### config.mk
export PLATFORM = sky130hd
export DESIGN_NAME = periph_subsys
export DESIGN_NICKNAME = d
export VERILOG_FILES = /design/src/periph_pkg.sv /design/src/periph_addr_decode.sv /design/src/periph_gpio.sv /design/src/periph_plic.sv /design/src/periph_subsys.sv
export SDC_FILE = /design/constraint.sdc
export NUM_CORES = 1
export LEC_CHECK = 0
export ABC_CLOCK_PERIOD_IN_PS = 12950
export BUFFER_PORTS_ARGS = -buffer_cell sky130_fd_sc_hd__buf_2
export CAP_MARGIN = 20
export CELL_PAD_IN_SITES_DETAIL_PLACEMENT = 0
export CELL_PAD_IN_SITES_GLOBAL_PLACEMENT = 1
export CORE_ASPECT_RATIO = 0.8
export CORE_UTILIZATION = 44
export CTS_CLUSTER_DIAMETER = 120
export CTS_CLUSTER_SIZE = 25
export DETAILED_ROUTE_END_ITERATION = 10
export GPL_ROUTABILITY_DRIVEN = 0
export PLACE_DENSITY_LB_ADDON = 0.1
export SYNTH_ARGS = -nofsm -noshare
export SYNTH_HDL_FRONTEND = slang
export SYNTH_HIERARCHICAL = 1
export SYNTH_SLANG_ARGS = --single-unit
### constraint.sdc
create_clock -name clk_i -period 12.95 [get_ports clk_i]
set_input_delay 0.6475 -clock clk_i [delete_from_list [all_inputs] [get_ports clk_i]]
set_output_delay 0.6475 -clock clk_i [all_outputs]
set_load 0.01 [all_outputs]
### src/periph_pkg.sv
// ----------------------------------------------------------
// Peripheral subsystem shared definitions
// Bus widths, address layout, register map and the marker
// value returned on errors and undefined registers
// ----------------------------------------------------------
`default_nettype none

package periph_pkg;

   localparam int DataWidth   = 32;
   localparam int AddrWidth   = 32;
   localparam int RegionWidth = 4;
   localparam int IndexWidth  = 10;

   // Bus address, seen as a raw word or as decode fields
   typedef union packed {
      logic [AddrWidth-1:0] raw;
      struct packed {
         logic [15:0]            unused; // Bits 31:16
         logic [RegionWidth-1:0] region; // Bits 15:12
         logic [IndexWidth-1:0]  index;  // Word index
         logic [1:0]             offset; // Byte offset
      } fields;
   } periph_addr_t;

   // Region codes, all others unmapped
   localparam logic [RegionWidth-1:0] RegionPlic = 4'd0;
   localparam logic [RegionWidth-1:0] RegionGpio = 4'd1;

   // Interrupt controller register map
   localparam logic [IndexWidth-1:0] PlicPrioBase      = 10'd0;   // Index 0 reserved
   localparam logic [IndexWidth-1:0] PlicPendingIdx    = 10'd64;
   localparam logic [IndexWidth-1:0] PlicEnableBase    = 10'd128; // Plus target
   localparam logic [IndexWidth-1:0] PlicThresholdBase = 10'd192; // Plus target
   localparam logic [IndexWidth-1:0] PlicClaimBase     = 10'd256; // Plus target

   // GPIO register map
   localparam logic [IndexWidth-1:0] GpioLedIdx    = 10'd0;
   localparam logic [IndexWidth-1:0] GpioSwitchIdx = 10'd1;

   localparam logic [DataWidth-1:0] ErrorRdata = 32'hDEADBEEF;

endpackage

`default_nettype wire

### src/periph_addr_decode.sv
// ----------------------------------------------------------
// Register bus address decoder
// Selects one target per request by region, flags unmapped
// accesses and returns the response one cycle later
// ----------------------------------------------------------
`timescale 1ns/1ns
`default_nettype none

module periph_addr_decode (
   input  logic                            clk_i,
   input  logic                            reset_i,
   input  logic                            req_i,
   input  logic                            we_i,
   input  periph_pkg::periph_addr_t        addr_i,
   output logic                            plic_sel_o,
   output logic                            gpio_sel_o,
   input  logic [periph_pkg::DataWidth-1:0] plic_rdata_i,
   input  logic [periph_pkg::DataWidth-1:0] gpio_rdata_i,
   output logic                            rsp_valid_o,
   output logic [periph_pkg::DataWidth-1:0] rdata_o,
   output logic                            err_o
);
   import periph_pkg::*;

   logic                   unmapped;
   logic                   rsp_valid_q;
   logic                   err_q;
   logic                   we_q;
   logic [RegionWidth-1:0] region_q;

   assign plic_sel_o = req_i && (addr_i.fields.region == RegionPlic);
   assign gpio_sel_o = req_i && (addr_i.fields.region == RegionGpio);
   assign unmapped   = !(addr_i.fields.region inside {RegionPlic, RegionGpio});

   always_ff @(posedge clk_i) begin
      if (reset_i) begin
         rsp_valid_q <= 1'b0;
         err_q       <= 1'b0;
      end else begin
         rsp_valid_q <= req_i;
         err_q       <= req_i && unmapped;
      end
   end

   // Response side info, only meaningful with rsp_valid_q
   always_ff @(posedge clk_i) begin
      if (req_i) begin
         we_q     <= we_i;
         region_q <= addr_i.fields.region;
      end
   end

   // ----------------------------------------------------------
   // Response mux
   // ----------------------------------------------------------
   always_comb begin
      rdata_o = '0;
      if (rsp_valid_q && !we_q) begin
         if (err_q)                        rdata_o = ErrorRdata;
         else if (region_q == RegionPlic)  rdata_o = plic_rdata_i;
         else                              rdata_o = gpio_rdata_i;
      end
   end

   assign rsp_valid_o = rsp_valid_q;
   assign err_o       = err_q;

endmodule

`default_nettype wire

### src/periph_gpio.sv
// ----------------------------------------------------------
// LED / DIP switch GPIO
// One writable LED register and a read-only switch register
// ----------------------------------------------------------
`timescale 1ns/1ns
`default_nettype none

module periph_gpio #(
   parameter int LedWidth = 8
) (
   input  logic                             clk_i,
   input  logic                             reset_i,
   input  logic                             sel_i,
   input  logic                             we_i,
   input  logic [periph_pkg::IndexWidth-1:0] index_i,
   input  logic [periph_pkg::DataWidth-1:0]  wdata_i,
   input  logic [LedWidth-1:0]               dip_switches_i,
   output logic [periph_pkg::DataWidth-1:0]  rdata_o,
   output logic [LedWidth-1:0]               leds_o
);
   import periph_pkg::*;

   // LED register
   always_ff @(posedge clk_i) begin
      if (reset_i) begin
         leds_o <= '0;
      end else if (sel_i && we_i && (index_i == GpioLedIdx)) begin
         leds_o <= wdata_i[LedWidth-1:0];
      end
   end

   // Read data, picked up by the decoder next cycle
   always_ff @(posedge clk_i) begin
      if (sel_i && !we_i) begin
         case (index_i)
            GpioLedIdx:    rdata_o <= DataWidth'(leds_o);
            GpioSwitchIdx: rdata_o <= DataWidth'(dip_switches_i); // Raw, no sync
            default:       rdata_o <= ErrorRdata;
         endcase
      end
   end

endmodule

`default_nettype wire

### src/periph_plic.sv
// ----------------------------------------------------------
// Platform-level interrupt controller
// Level gateways, pending bits, per-source priorities,
// per-target enables and thresholds, claim/complete
// ----------------------------------------------------------
`timescale 1ns/1ns
`default_nettype none

module periph_plic #(
   parameter int NumSources = 8,
   parameter int NumTargets = 2,
   parameter int PrioWidth  = 3
) (
   input  logic                             clk_i,
   input  logic                             reset_i,
   input  logic                             sel_i,
   input  logic                             we_i,
   input  logic [periph_pkg::IndexWidth-1:0] index_i,
   input  logic [periph_pkg::DataWidth-1:0]  wdata_i,
   input  logic [NumSources-1:0]             irq_sources_i,
   output logic [periph_pkg::DataWidth-1:0]  rdata_o,
   output logic [NumTargets-1:0]             irq_o
);
   import periph_pkg::*;

   localparam int IdWidth = $clog2(NumSources + 1);

   // Sources are numbered from 1, ID 0 means none
   logic [NumSources:1]  src_level;
   logic [NumSources:1]  pending_q;
   logic [NumSources:1]  claimed_q;   // Gateway closed until complete
   logic [NumSources:1]  claim_set;
   logic [NumSources:1]  complete_clr;
   logic [PrioWidth-1:0] prio_q      [NumSources:1];
   logic [NumSources:1]  enable_q    [NumTargets];
   logic [PrioWidth-1:0] threshold_q [NumTargets];
   logic [IdWidth-1:0]   best_id     [NumTargets];
   logic [PrioWidth-1:0] best_prio   [NumTargets];
   logic [DataWidth-1:0] rdata_d;

   assign src_level = irq_sources_i; // Bit 0 is source 1

   // ----------------------------------------------------------
   // Per-target arbitration
   // ----------------------------------------------------------
   always_comb begin
      for (int t = 0; t < NumTargets; t++) begin
         best_id[t]   = '0;
         best_prio[t] = '0;
         for (int s = 1; s <= NumSources; s++) begin
            // Strict compare keeps the lowest ID on a tie
            if (pending_q[s] && enable_q[t][s] && (prio_q[s] > threshold_q[t])
                && (prio_q[s] > best_prio[t])) begin
               best_id[t]   = IdWidth'(s);
               best_prio[t] = prio_q[s];
            end
         end
         irq_o[t] = (best_id[t] != '0);
      end
   end

   // Claim reads and complete writes
   always_comb begin
      claim_set    = '0;
      complete_clr = '0;
      for (int t = 0; t < NumTargets; t++) begin
         for (int s = 1; s <= NumSources; s++) begin
            if (sel_i && (index_i == PlicClaimBase + IndexWidth'(t))) begin
               if (!we_i && (best_id[t] == IdWidth'(s))) claim_set[s] = 1'b1;
               if (we_i && (wdata_i == DataWidth'(s)))   complete_clr[s] = 1'b1;
            end
         end
      end
   end

   // ----------------------------------------------------------
   // Register read mux
   // ----------------------------------------------------------
   always_comb begin
      rdata_d = ErrorRdata;
      for (int s = 1; s <= NumSources; s++) begin
         if (index_i == PlicPrioBase + IndexWidth'(s)) rdata_d = DataWidth'(prio_q[s]);
      end
      if (index_i == PlicPendingIdx) rdata_d = DataWidth'({pending_q, 1'b0});
      for (int t = 0; t < NumTargets; t++) begin
         if (index_i == PlicEnableBase + IndexWidth'(t)) begin
            rdata_d = DataWidth'({enable_q[t], 1'b0});
         end
         if (index_i == PlicThresholdBase + IndexWidth'(t)) begin
            rdata_d = DataWidth'(threshold_q[t]);
         end
         if (index_i == PlicClaimBase + IndexWidth'(t)) rdata_d = DataWidth'(best_id[t]);
      end
   end

   always_ff @(posedge clk_i) begin
      if (sel_i && !we_i) rdata_o <= rdata_d;
   end

   // ----------------------------------------------------------
   // State update
   // ----------------------------------------------------------
   always_ff @(posedge clk_i) begin
      if (reset_i) begin
         pending_q <= '0;
         claimed_q <= '0;
         for (int s = 1; s <= NumSources; s++) prio_q[s] <= '0;
         for (int t = 0; t < NumTargets; t++) begin
            enable_q[t]    <= '0;
            threshold_q[t] <= '0;
         end
      end else begin
         // Claim clear wins over a new gateway request
         pending_q <= (pending_q | (src_level & ~claimed_q)) & ~claim_set;
         claimed_q <= (claimed_q | claim_set) & ~complete_clr;
         if (sel_i && we_i) begin
            for (int s = 1; s <= NumSources; s++) begin
               if (index_i == PlicPrioBase + IndexWidth'(s)) prio_q[s] <= wdata_i[PrioWidth-1:0];
            end
            for (int t = 0; t < NumTargets; t++) begin
               if (index_i == PlicEnableBase + IndexWidth'(t)) begin
                  enable_q[t] <= wdata_i[NumSources:1]; // Bit 0 ignored
               end
               if (index_i == PlicThresholdBase + IndexWidth'(t)) begin
                  threshold_q[t] <= wdata_i[PrioWidth-1:0];
               end
            end
         end
      end
   end

endmodule

`default_nettype wire

### src/periph_subsys.sv
// ----------------------------------------------------------
// Peripheral subsystem top level
// Register bus decoder with the interrupt controller and
// the LED / DIP switch GPIO behind it
// ----------------------------------------------------------
`timescale 1ns/1ns
`default_nettype none

module periph_subsys #(
   parameter int NumSources = 8,
   parameter int NumTargets = 2,
   parameter int PrioWidth  = 3,
   parameter int LedWidth   = 8
) (
   input  logic                            clk_i,
   input  logic                            reset_i,
   // Register bus
   input  logic                            req_i,
   input  logic                            we_i,
   input  periph_pkg::periph_addr_t        addr_i,
   input  logic [periph_pkg::DataWidth-1:0] wdata_i,
   output logic                            rsp_valid_o,
   output logic [periph_pkg::DataWidth-1:0] rdata_o,
   output logic                            err_o,
   // Interrupts
   input  logic [NumSources-1:0]            irq_sources_i,
   output logic [NumTargets-1:0]            irq_o,
   // Board IO
   input  logic [LedWidth-1:0]              dip_switches_i,
   output logic [LedWidth-1:0]              leds_o
);
   import periph_pkg::*;

   logic                 plic_sel;
   logic                 gpio_sel;
   logic [DataWidth-1:0] plic_rdata;
   logic [DataWidth-1:0] gpio_rdata;

   periph_addr_decode i_addr_decode (
      .clk_i        (clk_i),
      .reset_i      (reset_i),
      .req_i        (req_i),
      .we_i         (we_i),
      .addr_i       (addr_i),
      .plic_sel_o   (plic_sel),
      .gpio_sel_o   (gpio_sel),
      .plic_rdata_i (plic_rdata),
      .gpio_rdata_i (gpio_rdata),
      .rsp_valid_o  (rsp_valid_o),
      .rdata_o      (rdata_o),
      .err_o        (err_o)
   );

   periph_gpio #(.LedWidth(LedWidth)) i_gpio (
      .clk_i (clk_i), .reset_i (reset_i), .sel_i (gpio_sel), .we_i (we_i),
      .index_i (addr_i.fields.index), .wdata_i (wdata_i),
      .dip_switches_i (dip_switches_i), .rdata_o (gpio_rdata), .leds_o (leds_o)
   );

   periph_plic #(
      .NumSources (NumSources), .NumTargets (NumTargets), .PrioWidth (PrioWidth)
   ) i_plic (
      .clk_i (clk_i), .reset_i (reset_i), .sel_i (plic_sel), .we_i (we_i),
      .index_i (addr_i.fields.index), .wdata_i (wdata_i),
      .irq_sources_i (irq_sources_i), .rdata_o (plic_rdata), .irq_o (irq_o)
   );

endmodule

`default_nettype wire

==> reports/metrics.yaml <==
status: "finished, final reports clean"
regArea_mm2: 0.002624
place_area_mm2: 0.009109
yosys_most_used_dff: "edfxtp_1"
required_ns: 12.30
port_buffers: 103
pin_count: 128
multi_input_area_mm2: 0.005255
synthDistinctLibCells: 84
crit_path_start_kind: "register"
fin_setup_tns_ns: 0
dieWidth_um: 157.3
period_needed_ns: 12.22
postLayoutCellArea_mm2: 0.009427
yosysWarningCount: 6
clkTransAtPathRegs_ns: 0.07
first_pass_iters: 5
setup_viol: 0
p_leak_nw: 3.883
cts_made_buffers: 9
clockBufferDepth: 2
crit_fanout: 9
die_h_um: 126.2
clkLatencyLatePin_ns: 0.34
cts_tree: "yes"
syn-instance-count: 972
fillers: 1907
slowest_delay_ns: 0.54
grt_pass1_vias: 6855
syn_area_per_cell_um2: 8.733
grt_start_max_net_pins: 51
synth_common_cells: "82 x ha_1, 78 x nand2_1, 75 x nor3_1"
synth_top_area_cell: "edfxtp_1"
ys_ff_latch: 96
slew_headroom_pct: 28.33
grt-ovfl-total: 0
cts_hold_buffers: 0
layout_setup_ws_ns: 0.7277
syn-cell-area_mm2: 0.008488
grt_usage_pct: 27.04
dieArea_mm2: 0.01985
clock-root-buffer: "clkbuf_16"
cap_violations: 0
dp_hpwl_mm: 20.55
hp-class: "register to register"
ys_async_sr_fraction_pct: 0
num_rows: 45
synth_edf_count: 70
min_period_over_period_pct: 94.38
antenna_found_initial: 1
synth_area_leaders: "edfxtp_1 25%, ha_1 12%, dfxtp_1 6.1%, nor3_1 4.4%, buf_4 4.0%"
cp_slowest_cell: "edfxtp_1"
grt_first_pass_wirelength_mm: 40.45
irDropWorstVdd_mv: 0.06543
layout.nets: 1218
routed_wl_mm: 26.26
p_per_area_mw_per_mm2: 83.19
cts.sinks: 96
drt_iter0_drc: 636
worstSetupPathType: "register to output port"
postRouteAntennaNets: 0
synth_most_common_cell: "ha_1"
initial_core_util_pct: 44.87
pre_cts_ws_ns: 0.8678
max_freq_ghz: 0.08182
vias: 7580
drt_drc_violations_left: 0
cp-end-kind: "output port"
finalPower_uw: 784.2
area_growth_pct: 11.06
avgViaCountPerCell: 5.760
synth_top_area_share_pct: 24.76
layout-drive-gt1-share_pct: 20.44
path_common_cell: "ha_1"
rsz0062_at_grt: "no"
h-tree-depth: 3
drv_slew: 0
synth-seq-area-share_pct: 30.90
wl_per_cell_um: 19.95
core-area_mm2: 0.01892
finClkSkew_ns: 0.006855
worstMarginPinSlew_ns: 1.075
critPathArrivalTime_ns: 11.57
finalHoldViolCount: 0
-- power breakdown --
part	internal (mW)	switching, mW
combinational	0.0764	0.103
sequential	0.340	0.0196
clock	0.131	0.114
-- area by class of cell --
type | instances | share of cell area [%]
repair buffers | 136 | 8.097
flip-flops and latches | 96 | 27.83
inverters | 50 | 1.991
well taps | 258 | 3.424
clock buffers | 10 | 2.429
clock inverters | 6 | 0.4513
diodes | 1 | 0.02655
multi-input cells | 759 | 55.75
-- flip-flops by register name (all words and copies together), names as in the netlist --
name and count:
i_plic/enable_q 16, i_plic/threshold_q 6, i_plic/pending_q 8, i_addr_decode/err_o 1, i_gpio/leds_o 8, i_plic/claimed_q 8
i_gpio/rdata_o 9, i_plic/prio_q 24, i_addr_decode/region_q 4, i_plic/rdata_o 10, i_addr_decode/rsp_valid_o 1, i_addr_decode/we_q 1
-- kinds of logic after synthesis --
group                    count (synthesis)  share of synthesized area [%]
AO/OA/AOI/OAI                          195                          15.85
XOR/XNOR                                 2                         0.2064
buffers and inverters                  128                          8.034
adder cells (fa/ha/maj)                 85                          12.46
AND/OR/NAND/NOR                        425                          27.36
flip-flops                              96                          30.90
multiplexers                            39                          5.115
other                                    2                        0.08848
-- stage by stage --
| step | util [%] | hold slack (ns) | cells |
|---|---|---|---|
| 6_report | 49.83 | 0.4729 | 1316 |
| 5_1_grt | 49.81 | 0.4824 | 1315 |
| 3_5_place_dp | 48.15 | 0.4583 | 1296 |
| 3_3_place_gp | 48.15 | 0.4494 | 1296 |
| 4_1_cts | 49.58 | 0.4742 | 1312 |
| 2_1_floorplan | - | 0.4406 | 983 |
-- placed cells by master, fill, tap and decap left out, types with 27 or more instances in the layout --
master,instances
a21oi_1,56
buf_2,103
buf_4,32
edfxtp_1,70
ha_1,82
inv_1,50
nand2_1,78
nand3_1,34
nor2_1,69
nor2b_1,27
nor3_1,75
o21ai_0,28
-- final timing paths --
check	from	endpoint	slack, ns	cells after the start
worst max-delay path	i_plic/prio_q[0][1]$_SDFFCE_PN0P_	irq_o[0]	0.73	47
worst min-delay path	i_plic/claimed_q[5]$_SDFF_PP0_	i_plic/claimed_q[5]$_SDFF_PP0_	0.47	1
worst max register to register	i_plic/prio_q[0][1]$_SDFFCE_PN0P_	i_plic/pending_q[1]$_SDFF_PP0_	0.98	51
worst min register to register	i_plic/claimed_q[5]$_SDFF_PP0_	i_plic/claimed_q[5]$_SDFF_PP0_	0.47	1
-- critical path: cells and delay by family (launching register included) --
kind	cells	cell delay, ns
mux	4	1.33
buf+inv	3	0.38
simple gates	15	2.66
compound gates	15	3.25
fa+ha+maj	10	3.02
flops	1	0.54
-- routing by layer --
layer	routed length [um]	vias up	GRT usage (%)	share of wire, %
met5	0	-	0	0
met4	639	0	7.881	2.4
met3	1964	32	4.542	7.5
met2	10460	280	36.96	40
met1	13190	3553	42.54	50
li1	-	3715	-	-
-- what timing repair did --
| item | in CTS | in global routing |
|---|---|---|
| setup buffers | 0 | 2 |
| resized for setup | 0 | 4 |
| setup endpoints to repair | 0 | 7 |
No activity file was read; power rests on OpenSTA's default activity.
